[src/panel_defs.svh]
`ifndef PANEL_DEFS_SVH
`define PANEL_DEFS_SVH

////////////////////////////////////////////////////////////////////////////
// Panel geometry
////////////////////////////////////////////////////////////////////////////

`define PANEL_WIDTH 16
`define PANEL_HEIGHT 8
`define BYTES_PER_PIXEL 3 // One byte per colour channel.

// Frame buffer address fields.
`define ROW_BITS 3
`define COLUMN_BITS 4
`define PIXEL_SEL_BITS 2

`endif

[src/panel_pkg.sv]
package panel_pkg;

    // First byte of every host command.
    typedef enum logic [7:0] {
        OP_NOP        = 8'h00,
        OP_FILL_PANEL = 8'h01,
        OP_FILL_RECT  = 8'h02
    } panel_opcode_t;

    typedef enum logic [2:0] {
        CMD_CAPTURE,
        CMD_START,
        CMD_RUNNING,
        CMD_PREDONE,
        CMD_DONE
    } cmd_state_t;

    typedef enum logic [1:0] {FILL_IDLE, FILL_WRITE, FILL_DONE} fill_state_t;

endpackage

[src/panel_cmd_dispatch.sv]
`timescale 1ns/1ps
`include "panel_defs.svh"

module panel_cmd_dispatch
    import panel_pkg::*;
(
    input  logic                       clk,
    input  logic                       reset,
    input  logic [7:0]                 data_in,
    input  logic                       enable,
    input  logic                       fp_ready,
    input  logic                       fp_done,
    input  logic [`ROW_BITS-1:0]       fp_row,
    input  logic [`COLUMN_BITS-1:0]    fp_column,
    input  logic [`PIXEL_SEL_BITS-1:0] fp_pixel,
    input  logic [7:0]                 fp_data,
    input  logic                       fp_write,
    input  logic                       fr_ready,
    input  logic                       fr_done,
    input  logic [`ROW_BITS-1:0]       fr_row,
    input  logic [`COLUMN_BITS-1:0]    fr_column,
    input  logic [`PIXEL_SEL_BITS-1:0] fr_pixel,
    input  logic [7:0]                 fr_data,
    input  logic                       fr_write,
    output logic                       fp_enable,
    output logic                       fr_enable,
    output logic [7:0]                 cmd_data,
    output logic                       ready_for_data,
    output logic                       done,
    output logic [`ROW_BITS-1:0]       row,
    output logic [`COLUMN_BITS-1:0]    column,
    output logic [`PIXEL_SEL_BITS-1:0] pixel,
    output logic [7:0]                 data_out,
    output logic                       ram_write_enable
);
    panel_opcode_t active; // OP_NOP means idle, waiting for an opcode.
    logic is_rect;

    always_ff @(posedge clk or posedge reset) begin
        if (reset) begin
            active <= OP_NOP;
        end else if (active == OP_NOP) begin
            if (enable) begin
                case (panel_opcode_t'(data_in))
                    OP_FILL_PANEL: active <= OP_FILL_PANEL;
                    OP_FILL_RECT:  active <= OP_FILL_RECT;
                    default:       active <= OP_NOP; // NOP and unknown codes.
                endcase
            end
        end else if (done) begin
            active <= OP_NOP;
        end
    end

    assign is_rect = (active == OP_FILL_RECT);

    always_comb begin
        case (active)
            OP_FILL_PANEL: ready_for_data = fp_ready;
            OP_FILL_RECT:  ready_for_data = fr_ready;
            default:       ready_for_data = 1'b1;
        endcase
    end

    assign fp_enable = enable && (active == OP_FILL_PANEL) && fp_ready;
    assign fr_enable = enable && is_rect && fr_ready;
    assign cmd_data  = data_in;
    assign done      = fp_done | fr_done;

    // Write port of the active command.
    assign row              = is_rect ? fr_row : fp_row;
    assign column           = is_rect ? fr_column : fp_column;
    assign pixel            = is_rect ? fr_pixel : fp_pixel;
    assign data_out         = is_rect ? fr_data : fp_data;
    assign ram_write_enable = is_rect ? fr_write : fp_write;

    a_single_writer: assert property (@(posedge clk) disable iff (reset)
        !(fp_write && fr_write));

endmodule

[config.mk]
export PLATFORM = sky130hd
export DESIGN_NAME = panel_cmd_dispatch
export DESIGN_NICKNAME = d
export VERILOG_FILES = /design/src/panel_pkg.sv /design/src/panel_cmd_dispatch.sv
export VERILOG_INCLUDE_DIRS = /design/src
export SDC_FILE = /design/constraint.sdc
export NUM_CORES = 1
export LEC_CHECK = 0
export ABC_AREA = 1
export BUFFER_PORTS_ARGS = -buffer_cell sky130_fd_sc_hd__buf_2
export CAP_MARGIN = 20
export CORE_ASPECT_RATIO = 0.75
export CORE_MARGIN = 1.5
export CORE_UTILIZATION = 26
export DETAILED_ROUTE_END_ITERATION = 8
export PLACE_DENSITY_LB_ADDON = 0.05
export SLEW_MARGIN = 15
export SYNTH_ARGS = -nofsm -noshare
export SYNTH_HDL_FRONTEND = slang
export SYNTH_SLANG_ARGS = --single-unit
[constraint.sdc]
create_clock -name clk -period 1.15 [get_ports clk]
set_input_delay 0.115 -clock clk [delete_from_list [all_inputs] [get_ports clk]]
set_output_delay 0.115 -clock clk [all_outputs]
set_load 0.01 [all_outputs]
# Word level (Yosys, flattened, before mapping)
# Cells that the tools add are included.
[totals]
ff_bits = 8
in_bits = 51
output_inout_bits = 30
wordCells = 24
[op_classes]
n_eq_ne = 5
n_mux = 10
bitwise_logic = 1
reduce_logical = 7
[ops]
columns = ["cell", "n"]
rows = [
  ["$mux 8", 4],
  ["$eq 8x1->1 const B", 2],
  ["$eq 8x2->1 const B", 2],
  ["$logic_not 8->1", 1],
  ["$logic_and 1x1->1", 4],
  ["$mux 4", 1],
  ["$pmux 2 s2", 1],
  ["$mux 3", 1],
  ["$mux 2", 1],
  ["$ne 2x2->1 const B", 1],
  ["$pmux 1 s2", 1],
  ["$reduce_and 2->1", 1],
  ["$reduce_bool 2->1", 1],
  ["$mux 1", 1],
  ["$or 1x1->1", 1],
]

# Longest topological paths before layout
[logic_depth]
depth_word = 4
mapped_depth = 6
mapped_depth_nobuf = 6

# Least setup slack after synthesis
# No wires, ideal clock.
[synth_path]
path_type = "flip-flop to output port"
startpoint = "register active[0]"
endpoint = "output column[2]"
arrival_time_ns = 1.186
required_ns = 1.035
setup_slack_ns = -0.151
path_stages_with_launch = 6
path_buffers = 2
path_cell_list = "dfrtp_1 inv_1 ha_1 buf_6 buf_12 mux2_4"
[synth_between]
elab_chain_cells = 2
[synth_rtl]
columns = ["item", "line_no", "source"]
rows = [
  ["from (decl)", "panel_cmd_dispatch.sv:36", "panel_opcode_t active;"],
  ["from (signal assigned)", "panel_cmd_dispatch.sv:41", "active <= OP_NOP;"],
  ["from (signal assigned)", "panel_cmd_dispatch.sv:45", "OP_FILL_PANEL: active <= OP_FILL_PANEL;"],
  ["from (signal assigned)", "panel_cmd_dispatch.sv:46", "OP_FILL_RECT: active <= OP_FILL_RECT;"],
  ["$eq 8x2->1", "panel_cmd_dispatch.sv:55", "assign is_rect = (active == OP_FILL_RECT);"],
  ["$mux 4", "panel_cmd_dispatch.sv:72", "assign column = is_rect ? fr_column : fp_column;"],
  ["to (decl)", "panel_cmd_dispatch.sv:31", "output logic [`COLUMN_BITS-1:0] column,"],
]
# Every way passes these cells.

# Worst setup path after layout
[layout_path]
startpoint = "register active[0]"
endpoint = "output column[1]"
# Same word-level chain as after synthesis.

==> flow_metrics.py <==
metrics = {
    "place": {
        "post-dp-hpwl_mm": 1.32,
        "port_buffers": 80,
        "gp_congestion": 0.745,
    },
    "worst_setup_path": {
        "worst_path_largest_cell_delay_ps": 380,
        "worst-path-buf-inv": 4,
        "crit_type": "flop to output port",
        "cp.arrival_ps": 1510,
        "path_cells": "inv_2, ha_4, buf_6, buf_16, mux2_4, buf_6",
        "cp.depth": 6,
        "critPathMostFrequentCell": "buf_6",
        "crit-reg2reg-launch": "active[1]",
        "r2r_setup_slack_ps": -110,
        "crit_path_start_kind": "flop",
        "path_delay_family": "buffers and inverters",
        "critPathSlowestCell": "dfrtp_1",
        "crit_path_max_fanout": 5,
        "cp.required_ps": 1030,
        "crit_start": "active[0]",
        "endpoint": "column[1]",
        "r2r-end": "active[1]",
        "reg2regPathDepth": 8,
        "cp-end-kind": "output port",
    },
    "routing": {
        "dr.first_iter.drc_count": 6,
        "vias": 732,
        "drcViolationCount": 0,
        "dr.pass1.iters": 4,
        "wl_per_cell_um": 11.5,
        "postRouteAntennaNets": 0,
        "drt-vias-per-instance": 4.16,
        "wl_mm": 2.03,
    },
    "outcome": {
        "outcome": "finished, violations left",
        "failed_checks": "setup timing",
    },
    "timing": {
        "fin_skew_ps": 3.08,
        "drv_slew": 0,
        "setup_tns_ps": -9610,
        "final_hold_viol_count": 0,
        "tightest_slew_ps": 230,
        "period_share": 1.41,
        "slew_headroom": 0.846,
        "rsz0062_at_grt": "yes",
        "fin_crit_ps": 1620,
        "fin_ws_ps": -471,
        "finalSetupViolations": 23,
        "timing.fmax_ghz": 0.617,
    },
    "clocking": {
        "root_buffer": "clkbuf_4",
        "cts_made_buffers": 3,
        "htreeDepth": 1,
        "cts_tree": "yes",
        "cts_num_sinks": 2,
        "ctsLongestPathBuffers": 2,
        "cts.clk_slew.worst_paths_ps": 30,
        "insertion_delay_ps": 220,
    },
    "layout": {
        "fill_cells": 166,
        "reg.largest.list": "active x2",
        "nNetsFinal": 208,
        "synthToLayoutAreaGrowth_pct": 143,
        "multi_input_area_um2": 474,
        "n_antenna_cell": 0,
        "fin_util": 0.671,
        "final_cell_mix": "61 x buf_2, 22 x buf_6, 18 x mux2_4",
        "final_layout_size_suffix_gt1_frac": 0.829,
        "max_flop_register": "active",
        "seq_area_um2": 50.0,
        "largest_register_ffs": 2,
        "final_common_cell": "buf_2",
    },
    "logic_synthesis": {
        "synthesis.area_um2": 552,
        "ys_warn_count": 0,
        "syn_avg_cell_area_um2": 8.36,
        "synth-seq-cells": 2,
        "synthCells": 66,
        "ys_types": 13,
        "ys_seq_area_frac": 0.0907,
        "synth_fp_nets": 120,
    },
    "global_route": {
        "grt_pass1_vias": 713,
        "gr-total-overflow": 0,
        "grt.busiest_layer": "met2",
        "grt_max_degree": 6,
        "grt_usage": 0.158,
        "grt_use_met3": 0.0366,
        "grt_pass1_wl_mm": 3.10,
        "antenna_found_initial": 0,
        "use_met2": 0.308,
        "met1_usage": 0.173,
    },
    "floorplan": {
        "die_h_um": 42.9,
        "row_count": 14,
        "ios": 81,
        "coreArea_um2": 2000,
        "dieArea_um2": 2410,
        "fp.dieW_um": 56.2,
        "initial_core_util": 0.276,
    },
    "power": {
        "p_leak_uw": 0.000748,
        "irDropWorstVdd_uv": 520,
        "p_per_area_nw_per_um2": 392,
    },
    "hold_path": {
        "min_path_type": "primary input to flop",
        "hold_depth": 4,
    },
    "job": {
        "max-cap-violations": 0,
    },
}
[area by class of cell]
cell class,instances,area share
Sequential cell,2,0.0373
Multi-Input combinational cell,42,0.354
Timing Repair Buffer,93,0.534
Tap cell,24,0.0224
Inverter,12,0.0355
Clock buffer,3,0.0168
[cell families after synthesis]
family | share of synthesized area
fa+ha+maj | 0.0680
mux | 0.429
compound gates | 0.0136
simple gates | 0.152
buf+inv | 0.247
flops | 0.0907
[stage by stage]
stage               instance area (µm²)  hold WS (ps)  cells  total power, µW  setup WS (ps)
finish                             1340           190    176              525           -471
global route                       1340           203    176              565           -524
CTS                                1280           194    173              525           -466
detailed placement                  941         -32.5    164              297           -251
global placement                    941         -37.9    164              293           -241
floorplan                           559          -144     66              184           -151
[routing by layer]
layer / vias to the layer above / share of wire
met5: - / 0
met4: 0 / 0
met3: 0 / 0.091
met2: 42 / 0.50
met1: 314 / 0.41
li1: 376 / -
[Yosys cell counts, drive strengths merged]
cell    instances  area, µm²
mux2           18        236
inv            12       45.0
buf            10       91.3
nand2           8       30.0
nor2            6       22.5
nand3           5       25.0
ha              3       37.5
dfrtp           2       50.1
o21bai          1       7.51
or2             1       6.26
[power breakdown]
group	total (µW)	leakage, µW	switching (µW)	internal [µW]
Clock	153	0.0000138	37.7	115
Combinational	301	0.000707	110	191
Sequential	71.5	0.0000279	0.284	71.2
[worst min-delay path: cells and delay by family]
family,cells,cell delay [ps]
buffers and inverters,1,100
and+or+nand+nor,3,160
[how the worst min path moves through the flow]
stage,start,endpoint,slack (ps)
floorplan,reset,active[0],-140
global placement,reset,active[1],-40
detailed placement,reset,active[1],-30
CTS,data_in[0],active[1],190
global route,data_in[1],active[0],200
finish,data_in[1],active[0],190
[what timing repair did]
action / in CTS / in global routing
hold buffers: 1 / 0
gates resized for setup: 43 / 8
endpoints found under the setup margin: 23 / 23
pin swaps: 3 / 4
cloned: 3 / 0
hold endpoints to repair: 2 / 0
buffers inserted: 2 / 3
Power figures use the tool's default switching activity.
