File: src/panel_defs.svh
`ifndef PANEL_DEFS_SVH
`define PANEL_DEFS_SVH

////////////////////////////////////////////////////////////////////////////
// Panel geometry
////////////////////////////////////////////////////////////////////////////

`define PANEL_WIDTH 16
`define PANEL_HEIGHT 8
`define BYTES_PER_PIXEL 3 // One byte per colour channel.

// Frame buffer address fields.
`define ROW_BITS 3
`define COLUMN_BITS 4
`define PIXEL_SEL_BITS 2

`endif

File: src/panel_pkg.sv
package panel_pkg;

    // First byte of every host command.
    typedef enum logic [7:0] {
        OP_NOP        = 8'h00,
        OP_FILL_PANEL = 8'h01,
        OP_FILL_RECT  = 8'h02
    } panel_opcode_t;

    typedef enum logic [2:0] {
        CMD_CAPTURE,
        CMD_START,
        CMD_RUNNING,
        CMD_PREDONE,
        CMD_DONE
    } cmd_state_t;

    typedef enum logic [1:0] {FILL_IDLE, FILL_WRITE, FILL_DONE} fill_state_t;

endpackage

File: src/panel_cmd_fillpanel.sv
`timescale 1ns/1ps
`include "panel_defs.svh"

module panel_cmd_fillpanel
    import panel_pkg::*;
(
    input  logic                       clk,
    input  logic                       reset,
    input  logic [7:0]                 data_in,
    input  logic                       enable,
    output logic [`ROW_BITS-1:0]       row,
    output logic [`COLUMN_BITS-1:0]    column,
    output logic [`PIXEL_SEL_BITS-1:0] pixel,
    output logic [7:0]                 data_out,
    output logic                       ram_write_enable,
    output logic                       ready_for_data,
    output logic                       done
);
    cmd_state_t state;
    logic [`BYTES_PER_PIXEL*8-1:0] color;
    logic [`PIXEL_SEL_BITS-1:0] byte_count;
    logic fill_enable;
    logic local_reset;
    logic fill_done;

    always_ff @(posedge clk or posedge reset) begin
        if (reset) begin
            state          <= CMD_CAPTURE;
            byte_count     <= '0;
            fill_enable    <= 1'b0;
            local_reset    <= 1'b0;
            ready_for_data <= 1'b1;
            done           <= 1'b0;
        end else begin
            case (state)
                CMD_CAPTURE: if (enable) begin
                    if (byte_count == `BYTES_PER_PIXEL - 1) begin
                        ready_for_data <= 1'b0;
                        state          <= CMD_START;
                    end
                    byte_count <= byte_count + 1'b1;
                end
                CMD_START: begin
                    fill_enable <= 1'b1;
                    state       <= CMD_RUNNING;
                end
                CMD_RUNNING: if (fill_done) begin
                    fill_enable <= 1'b0;
                    local_reset <= 1'b1; // Return the engine to idle.
                    state       <= CMD_PREDONE;
                end
                CMD_PREDONE: begin
                    local_reset <= 1'b0;
                    done        <= 1'b1;
                    state       <= CMD_DONE;
                end
                default: begin
                    done           <= 1'b0;
                    byte_count     <= '0;
                    ready_for_data <= 1'b1;
                    state          <= CMD_CAPTURE;
                end
            endcase
        end
    end

    // Colour bytes in arrival order.
    always_ff @(posedge clk) begin
        if (state == CMD_CAPTURE && enable)
            color[8*byte_count +: 8] <= data_in;
    end

    panel_subcmd_fillarea i_fillarea (
        .clk              (clk),
        .reset            (reset || local_reset),
        .enable           (fill_enable),
        .ack              (done),
        .x1               (8'd0),
        .y1               (8'd0),
        .width            (8'(`PANEL_WIDTH)),
        .height           (8'(`PANEL_HEIGHT)),
        .color            (color),
        .row              (row),
        .column           (column),
        .pixel            (pixel),
        .data_out         (data_out),
        .ram_write_enable (ram_write_enable),
        .done             (fill_done)
    );

endmodule

File: src/panel_subcmd_fillarea.sv
`timescale 1ns/1ps
`include "panel_defs.svh"

module panel_subcmd_fillarea
    import panel_pkg::*;
(
    input  logic                          clk,
    input  logic                          reset,
    input  logic                          enable,
    input  logic                          ack,
    input  logic [7:0]                    x1,
    input  logic [7:0]                    y1,
    input  logic [7:0]                    width,
    input  logic [7:0]                    height,
    input  logic [`BYTES_PER_PIXEL*8-1:0] color,
    output logic [`ROW_BITS-1:0]          row,
    output logic [`COLUMN_BITS-1:0]       column,
    output logic [`PIXEL_SEL_BITS-1:0]    pixel,
    output logic [7:0]                    data_out,
    output logic                          ram_write_enable,
    output logic                          done
);
    fill_state_t state;
    logic [8:0] x_end, y_end;   // Exclusive bounds before clipping.
    logic [8:0] x_stop, y_stop; // Exclusive bounds clipped to the panel.
    logic empty;
    logic last_column, last_row, last_pixel;

    ////////////////////////////////////////////////////////////////////////////
    // Clipping
    ////////////////////////////////////////////////////////////////////////////

    assign x_end  = {1'b0, x1} + {1'b0, width};
    assign y_end  = {1'b0, y1} + {1'b0, height};
    assign x_stop = (x_end > `PANEL_WIDTH) ? 9'(`PANEL_WIDTH) : x_end;
    assign y_stop = (y_end > `PANEL_HEIGHT) ? 9'(`PANEL_HEIGHT) : y_end;

    assign empty = (width == 0) || (height == 0)
                || (x1 >= `PANEL_WIDTH) || (y1 >= `PANEL_HEIGHT);

    assign last_pixel  = (pixel == `BYTES_PER_PIXEL - 1);
    assign last_column = ({5'd0, column} == x_stop - 9'd1);
    assign last_row    = ({6'd0, row} == y_stop - 9'd1);

    ////////////////////////////////////////////////////////////////////////////
    // Row-major walk, one byte per cycle
    ////////////////////////////////////////////////////////////////////////////

    always_ff @(posedge clk or posedge reset) begin
        if (reset) begin
            state            <= FILL_IDLE;
            row              <= '0;
            column           <= '0;
            pixel            <= '0;
            ram_write_enable <= 1'b0;
            done             <= 1'b0;
        end else begin
            case (state)
                FILL_IDLE: if (enable) begin
                    if (empty) begin
                        done  <= 1'b1; // Nothing on the panel.
                        state <= FILL_DONE;
                    end else begin
                        row              <= y1[`ROW_BITS-1:0];
                        column           <= x1[`COLUMN_BITS-1:0];
                        pixel            <= '0;
                        ram_write_enable <= 1'b1;
                        state            <= FILL_WRITE;
                    end
                end
                FILL_WRITE: begin
                    if (!last_pixel) begin
                        pixel <= pixel + 1'b1;
                    end else if (!last_column) begin
                        pixel  <= '0;
                        column <= column + 1'b1;
                    end else if (!last_row) begin
                        pixel  <= '0;
                        column <= x1[`COLUMN_BITS-1:0];
                        row    <= row + 1'b1;
                    end else begin
                        ram_write_enable <= 1'b0;
                        done             <= 1'b1;
                        state            <= FILL_DONE;
                    end
                end
                default: if (ack) begin
                    done  <= 1'b0;
                    state <= FILL_IDLE;
                end
            endcase
        end
    end

    assign data_out = color[8*pixel +: 8];

    a_write_in_rect: assert property (@(posedge clk) disable iff (reset)
        ram_write_enable |-> pixel < `BYTES_PER_PIXEL
            && {5'd0, column} >= {1'b0, x1} && {5'd0, column} < x_stop
            && {6'd0, row} >= {1'b0, y1} && {6'd0, row} < y_stop);

endmodule

File: config.mk
export PLATFORM = sky130hd
export DESIGN_NAME = panel_cmd_fillpanel
export DESIGN_NICKNAME = d
export VERILOG_FILES = /design/src/panel_pkg.sv /design/src/panel_cmd_fillpanel.sv /design/src/panel_subcmd_fillarea.sv
export VERILOG_INCLUDE_DIRS = /design/src
export SDC_FILE = /design/constraint.sdc
export NUM_CORES = 1
export LEC_CHECK = 0
export ABC_CLOCK_PERIOD_IN_PS = 2600
export BUFFER_PORTS_ARGS = -buffer_cell sky130_fd_sc_hd__buf_2
export CAP_MARGIN = 30
export CELL_PAD_IN_SITES_DETAIL_PLACEMENT = 0
export CELL_PAD_IN_SITES_GLOBAL_PLACEMENT = 2
export CORE_ASPECT_RATIO = 0.5
export CORE_UTILIZATION = 41
export DETAILED_ROUTE_END_ITERATION = 8
export PLACE_DENSITY_LB_ADDON = 0.1
export RECOVER_POWER = 50
export SYNTH_ARGS = -nofsm -noshare
export SYNTH_HDL_FRONTEND = slang
export SYNTH_HIERARCHICAL = 1
export SYNTH_SLANG_ARGS = --single-unit
File: constraint.sdc
create_clock -name clk -period 2.6 [get_ports clk]
set_input_delay 0.78 -clock clk [delete_from_list [all_inputs] [get_ports clk]]
set_output_delay 0.78 -clock clk [all_outputs]
set_load 0.02 [all_outputs]
== Word level (Yosys, flattened, before mapping) ==
Cells that the tools add are included.

* Bits of input ports: 11
* Bits in registers: 46
* Word-level logic and storage cells: 109
* Output and inout bits: 20

* Reductions and logical operators: 22
* Add/sub/neg operators: 5
* Bitwise gates (word level): 2
* Shift operators: 3
* Muxes and demuxes: 46
* Equal/unequal tests: 18

{| class="wikitable"
|+ Operators by type and width
! operator !! count
|-
| $neg A5 Y34 || 1
|-
| $shift A8 B34 Y24 const A || 1
|-
| $shiftx A8 B34 Y24 || 1
|-
| $bwmux W24 || 1
|-
| $shiftx A24 B6 Y8 || 1
|-
| $mux W3 || 7
|-
| $mux W2 || 10
|-
| $reduce_and A5 Y1 || 4
|-
| $mux W4 || 4
|-
| $mux W1 || 12
|-
| $pmux W1 S2 || 6
|-
| $pmux W2 S2 || 3
|-
| $pmux W3 S4 || 1
|-
| $reduce_and A3 Y1 || 3
|-
| $ne A2 B1 Y1 const B || 4
|-
| $ne A2 B2 Y1 const B || 4
|-
| $pmux W4 S2 || 1
|-
| $reduce_bool A2 Y1 || 4
|-
| $eq A3 B2 Y1 const B || 2
|-
| $pmux W3 S2 || 1
|-
| $reduce_and A2 Y1 || 3
|-
| $reduce_or A3 Y1 || 2
|-
| $add A2 B1 Y2 const B || 2
|-
| $add A4 B1 Y4 const B || 1
|-
| 15 further kinds || 17
|}

== Logic depth before layout (Yosys ltp) ==
Gate-level depths: netlist of the first run.

* Word-level depth: 5
* Gate-level depth with buffers: 19
* Mapped depth without buffers: 18

== Hierarchy ==
Netlist of the first run, hierarchy kept.

{| class="wikitable"
|+ Modules (own cells, without submodules)
! module !! area each (µm²) !! seq. area each (µm²) !! instances !! cells each
|-
| panel_subcmd_fillarea || 2060.7 || 325.3 || 1 || 269
|-
| panel_cmd_fillpanel || 1500.2 || 947.2 || 1 || 106
|}

== Least setup slack after synthesis of the first run ==
No wires, ideal clock.

* Path kind: register -> output
* From: register i_fillarea.pixel[0]
* To: output port data_out[0]
* Setup slack: 0.274 ns
* Data required time: 1.820 ns
* Cell stages (with the launch flop): 4
* Arrival: 1.546 ns
* Cells stage by stage: dfrtp_1 > buf_1 > mux2i_1 > o21ai_0

* Cells in the longest elaborated chain, start to end: 1

{| class="wikitable"
|+ RTL lines
! what !! line !! RTL
|-
| start: declaration || panel_subcmd_fillarea.sv:18 || <nowiki>output logic [`PIXEL_SEL_BITS-1:0] pixel,</nowiki>
|-
| start signal: assignment || panel_subcmd_fillarea.sv:73 || <nowiki>pixel <= pixel + 1'b1;</nowiki>
|-
| $shiftx A24 B6 Y8 || panel_subcmd_fillarea.sv:95 || <nowiki>assign data_out = color[8*pixel +: 8];</nowiki>
|-
| end: declaration || panel_cmd_fillpanel.sv:14 || <nowiki>output logic [7:0] data_out,</nowiki>
|}

Every way passes these cells.

== Worst setup path in the final report of the first run ==
* From: register i_fillarea.row[2]
* To: register i_fillarea.row[1]

* Cells in the longest elaborated chain, start to end: 3

{| class="wikitable"
|+ RTL lines
! what !! line !! RTL
|-
| start: declaration || panel_subcmd_fillarea.sv:16 || <nowiki>output logic [`ROW_BITS-1:0] row,</nowiki>
|-
| start signal: assignment || panel_subcmd_fillarea.sv:64 || <nowiki>row <= y1[`ROW_BITS-1:0];</nowiki>
|-
| start signal: assignment || panel_subcmd_fillarea.sv:80 || <nowiki>row <= row + 1'b1;</nowiki>
|-
| $eq A3 B3 Y1 || panel_subcmd_fillarea.sv:43 || <nowiki>assign last_row = ({6'd0, row} == y_stop - 9'd1);</nowiki>
|-
| $ne A2 B2 Y1 (no line) || - ||
|-
| $reduce_and A5 Y1 (no line) || - ||
|}

Every way passes these cells.
A chain may end at the register's enable or synchronous reset.

==> metrics, run 1 <==
status finished clean; antenna violations before repair 0; gr usage total 16.8%; Root Buffer clkbuf_16; Adder-Cell Fraction of Synth Area between 9 and 10%; Final ANT Viol Nets 0; Buffers on Ports 30; setup TNS 0 ps; Max Cap Viol 0; clock latency at the later pin of the worst-skew pair about 280 ps; initial core utilization 43.4%; grt ovf 0; CTS sink count 46; crit path max fanout 5; row count 23; Inserted Diodes 0; Hold Path Class input pin to async pin; first-pass GRT wire length around 12000 um; largest cells by area after synthesis edfxtp_1, dfrtp_1, ha_1, and2_1, nand2_1; Req. time, crit path 2780 ps; leakage power about 0.0018 uW; Netlist Area Pre-Place 3560 um^2; Final setup viols 0; count of cell types in the netlist 76; core area 8200 um^2; DIE HEIGHT between 60 and 70 um; CP Capture Type flop; Async S/R FF share, synth 47.8%; Hold Violations, Final 0; PostCTS Resize Cnt 0; total detailed-routing wirelength roughly 7200 um; DR iter-0 viols 101; Slew Limit Fails 0; Tcrit/Tclk final 88.0%; worst-margin pin slew 600 ps; H-tree level count 2; # hold bufs at CTS 0; critical setup path kind flop to flop; Die W 134 um; highest clock rate approximately 0.44 GHz; dpl hpwl between 5000 and 6000 um; final net count 512; DR WL/cell between 10 and 15 um; Syn Area/Cell 9.50 um^2; fin area 4200 um^2; Post-synth EDFFs 24; placed inst area 4090 um^2; RSZ-0062 raised after global routing false; CTS tree yes; Rel. slew slack 60.0%; DR DRC count 0; largest net degree at the start of global routing 17; clock-pin slew on the worst setup and hold paths around 70 ps; largest family of logic cells by synthesized area simple AND/OR/NAND/NOR gates; fill count 807; Synth Instances roughly 380; Yosys reg bits 46; Via density 4.92; pwr dens roughly 640 nW/um^2; Synth Area in Compound Gates 19.5%; number of CTS-inserted buffers 5; worst r2r src i_fillarea/row[2]; total die area 9080 um^2; layout cell share with drive strength beyond 1 between 10% and 20%; crit start category flop; TritonRoute pass-1 iters 4; I/O pin cnt 31; CP startpoint i_fillarea/row[2]; via count 2886; P&R area growth vs syn 18.0%; Final Skew 4.47 ps; cell taking the most area after synthesis edfxtp_1; minimum clock period 2290 ps; Synth top area share 20.2%; Post-CTS Repair Setup Buffers 0; Synth Area in XOR/XNOR 2.71%; register area share after synthesis 35.7%; vias in the first global route 2683; simple-gate share of the synthesized area roughly a quarter; CP arrival 2460 ps; proportion of synthesized area in mux cells 3.13%; clock tree buffer depth 2; predominant post-synthesis flop cell edfxtp_1; peak supply drop 0.000506 V; Synthesis Warnings 6; RePlAce Congestion 0.846
==> state kept, by name (all words and copies together), names as in the netlist, 2 cells and up <==
| register | cells |
|---|---|
| i_fillarea/state | 2 |
| state | 3 |
| i_fillarea/column | 4 |
| i_fillarea/pixel | 2 |
| i_fillarea/row | 3 |
| byte_count | 2 |
| color | 24 |
==> layer usage <==
layer	share of wire [%]	up-vias	global-route usage, %	wire length, um
li1	-	1518	-	-
met1	47	1334	19.4	3400
met2	49	32	32.5	3520
met3	3.0	2	4.15	212
met4	0.35	0	3.13	25
met5	0	-	0	0
==> through the flow <==
step | utilization [%] | power [uW] | setup slack, ps | hold slack [ps] | std cells
finish | 51.2 | 2700 | 313 | 455 | 587
floorplan | - | 1900 | 274 | 452 | 442
global placement | 49.9 | 2040 | 386 | 464 | 579
CTS | 51.7 | 2720 | 322 | 461 | 587
global route | 51.2 | 2890 | 222 | 469 | 587
detailed placement | 49.9 | 2080 | 334 | 470 | 579
==> worst max-delay path, stage by stage (launching register included) <==
cell and delay (ps):
dfrtp_1 420, xnor2_1 190, nand2_1 90, or4b_2 670, a31o_4 270, a32o_2 310
o22a_2 220
==> cells in the mapped netlist, types with 6 or more instances <==
cell type and count:
mux2i_1 10, xnor2_1 9, nor2_1 26, ha_1 25, o21ai_0 21, dfrtp_1 21, and2_1 24, nand2_1 28
nand3_1 9, a211oi_1 7, nor3_1 10, inv_1 23, edfxtp_1 24, nor2b_1 7, nand2b_1 6, a21oi_1 16
o21a_1 6
==> cells by family after synthesis <==
kind of cell / after synthesis
and+or+nand+nor: 150
AOI/OAI and AO/OA: 94
DFF: 46
buffers and inverters: 34
adders and majority gates: 27
xor gates and xnor gates: 11
muxes: 11
other: 2
==> cell usage in the layout (no fill, tap or decap), types with 3 or more instances in the layout <==
master	Yosys	final
nor2b_1	7	7
o31ai_1	4	4
buf_4	2	5
clkbuf_16	0	5
dfrtp_1	21	21
nand2_1	28	28
ha_1	25	25
nor4_1	5	5
a21oi_1	16	16
nand2b_1	6	6
nand3_1	9	9
a21o_1	4	4
and2_1	24	22
mux2i_1	10	10
nand3b_1	3	3
o21a_1	6	6
conb_1	2	69
a211oi_1	7	7
clkbuf_1	5	6
nor3b_1	2	3
o21ai_0	21	21
nor2_1	26	26
edfxtp_1	24	24
or2_2	4	4
inv_1	23	23
buf_2	1	25
xnor2_1	9	9
nor3_1	10	10
or3_1	5	5
==> worst paths after layout <==
| path | to | slack (ps) | depth (start not counted) |
|---|---|---|---|
| hold reg to reg | local_reset | 480 | 1 |
| max in group asynchronous | i_fillarea/pixel[0] | 1430 | 3 |
| hold / removal | local_reset | 450 | 2 |
| setup reg to reg | i_fillarea/row[1] | 310 | 6 |
| setup / recovery | i_fillarea/row[1] | 310 | 6 |
| min in group clk | local_reset | 480 | 1 |
==> final cells by class <==
type                    instances  area, um^2  area share, %
well taps                     112         140           3.33
inverters                      23        86.3           2.05
clock buffers                   5         125           2.98
multi-input cells             362        2370           56.4
clock inverters                 3        23.8          0.566
repair buffers                 36         185           4.41
flip-flops and latches         46        1270           30.3
==> where the power goes <==
part           leakage (uW)  switching, uW  total (uW)  internal [uW]
clock network     0.0000664            275         634            359
registers          0.000496            150        1090            940
logic               0.00127            546         977            431
(Power assumes the default switching activity.)
==> run 2, diff against run 1 <==
--- a/config.mk
+++ b/config.mk
@@ -14,7 +14,7 @@
 export CORE_ASPECT_RATIO = 0.5
 export CORE_UTILIZATION = 41
 export DETAILED_ROUTE_END_ITERATION = 8
-export PLACE_DENSITY_LB_ADDON = 0.1
+export PLACE_DENSITY = 0.95
 export RECOVER_POWER = 50
 export SYNTH_ARGS = -nofsm -noshare
 export SYNTH_HDL_FRONTEND = slang
==> metrics, run 2 (synthesis results as in run 1) <==
Logic pwr share 35.8% (was 36.2%); hold slack 454 ps (was 455 ps); Rel. slew slack 61.3% (was 60.0%); leakage power 0.00183 uW (about the same); total detailed-routing wirelength 6860 um (was 7160 um); number of CTS-inserted buffers 5 (unchanged); CTS tree yes (unchanged); crit-path cells nor2b_1, buf_4, nand2_1, o21ai_0, buf_2 (was xnor2_1, nand2_1, or4b_2, a31o_4, a32o_2, o22a_2); peak supply drop 0.000585 V (was 0.000506 V); CP bufs+invs 2 (was 0); layout cell share with drive strength beyond 1 12.2% (was 12.4%); TritonRoute pass-1 iters 4 (unchanged); row count 23 (unchanged); RSZ-0062 raised after global routing false (unchanged); slack of the critical path 222 ps (was 313 ps); # hold bufs at CTS 0 (unchanged); Worst R2R Path Depth 6 (unchanged); worst slack, placed 342 ps (was 334 ps); most frequent cells in the layout conb_1, nand2_1, nor2_1, ha_1 (was conb_1, nand2_1, nor2_1, ha_1, buf_2); Tcrit/Tclk final 91.5% (was 88.0%); Hold Violations, Final 0 (unchanged); vias in the first global route 2594 (was 2683); internal power 1720 uW (was 1730 uW); Final ANT Viol Nets 0 (unchanged); Crit path depth 5 (was 6); Final Skew 2.01 ps (was 4.47 ps); Clock power frac 23.5% (about the same); DR iter-0 viols 127 (was 101); DR DRC count 0 (unchanged); final net count 511 (was 512); largest net degree at the start of global routing 16 (was 17); NetSw 963 uW (was 971 uW); initial core utilization 43.4% (unchanged); delay of the slowest cell on the worst path 380 ps (was 670 ps); clock tree buffer depth 2 (unchanged); minimum clock period 2380 ps (was 2290 ps); total die area 9080 um^2 (unchanged); Via density 4.86 (was 4.92); CP startpoint i_fillarea/pixel[0] (was i_fillarea/row[2]); Die W 134 um (unchanged); dpl hpwl 5120 um (was 5360 um); Hold Path Class input pin to async pin (unchanged); I/O pin cnt 31 (unchanged); CP arrival 1600 ps (was 2460 ps); CTS sink count 46 (unchanged); clock-pin slew on the worst setup and hold paths 60 ps (was 70 ps); via count 2846 (was 2886); highest clock rate 0.421 GHz (was 0.437 GHz); commonest non-fill, non-tap cell in the layout conb_1 (unchanged); switch share 35.8% (was 35.9%); antenna violations before repair 0 (unchanged); PostCTS Resize Cnt 0 (unchanged); Post-CTS Repair Setup Buffers 0 (unchanged); Max Cap Viol 0 (unchanged); worst r2r src i_fillarea/row[2] (unchanged); clock latency at the later pin of the worst-skew pair 280 ps (about the same); Inserted Diodes 0 (unchanged); critical path's top delay family buffers and inverters (was compound AO/OA/AOI/OAI gates); status finished clean (unchanged); H-tree level count 2 (unchanged); grt ovf 0 (unchanged); Buffers on Ports 30 (unchanged); setup TNS 0 ps (unchanged); core area 8200 um^2 (unchanged); Slew Limit Fails 0 (unchanged); reg2reg end i_fillarea/row[1] (unchanged); RePlAce Congestion 0.812 (was 0.846); Root Buffer clkbuf_16 (unchanged); crit start category flop (unchanged); gr usage total 16.4% (was 16.8%); max reg flops 24 (unchanged); Reg power frac 40.7% (was 40.4%); register with the most flip-flops color (unchanged); P&R area growth vs syn 17.8% (was 18.0%); crit path max fanout 8 (was 5); DIE HEIGHT 67.9 um (unchanged); slowest CP cell dfrtp_1 (was or4b_2); Final setup viols 0 (unchanged); DR WL/cell 11.7 um (was 12.2 um); biggest regs color: 24 flops, i_fillarea/column: 4 flops (unchanged); worst-margin pin slew 580 ps (was 600 ps); Req. time, crit path 1820 ps (was 2780 ps); pwr dens 640 nW/um^2 (was 643 nW/um^2); first-pass GRT wire length 11900 um (was 12100 um); critical setup path kind flop to primary output (was flop to flop); flop-to-flop setup slack 330 ps (was 310 ps); CP Capture Type primary output (was flop); Worst setup endpoint data_out[7] (was i_fillarea/row[1])
-- run 2: how the worst min path moves through the flow --
stage                               end  slack [ps]  depth (start not counted)
after CTS                          done         470                          2
final                       local_reset         450                          2
after global placement      local_reset         470                          1
after floorplan             local_reset         450                          1
after detailed placement    local_reset         480                          1
after global routing      byte_count[0]         500                          2
-- run 2: layer usage --
| metal | part of all wire, % | track usage [%] | vias up |
|---|---|---|---|
| li1 | - | - | 1524 |
| met1 | 52 | 21.8 | 1274 |
| met2 | 45 | 28.6 | 44 |
| met3 | 2.7 | 2.22 | 4 |
| met4 | 0.29 | 3.84 | 0 |
| met5 | 0 | 0 | - |
-- run 2: final cells by class --
| type | count | area (um^2) |
|---|---|---|
| clock buffers | 5 | 125 |
| clock inverters | 3 | 21.3 |
| fillers | 789 | 4010 |
| inverters | 23 | 86.3 |
| multi-input cells | 362 | 2370 |
| flip-flops and latches | 46 | 1270 |
| well taps | 112 | 140 |
| repair buffers | 35 | 180 |
-- run 2: stage by stage --
step	utilization (%)	std cells	power, uW	area, um^2
3_3_place_gp	49.8	578	2050	4080
6_report	51.2	586	2690	4200
4_1_cts	51.6	586	2700	4230
3_5_place_dp	49.8	578	2070	4080
5_1_grt	51.2	586	2870	4200
2_1_floorplan	-	442	1900	3810
-- run 2: power by group through the flow --
| stage | Sequential [uW] | Clock, uW | Combinational, uW |
|---|---|---|---|
| floorplan | 1060 | 0 | 843 |
| global placement | 1120 | 0 | 935 |
| detailed placement | 1120 | 0 | 950 |
| CTS | 1110 | 638 | 951 |
| global route | 1120 | 665 | 1090 |
| finish | 1090 | 632 | 962 |
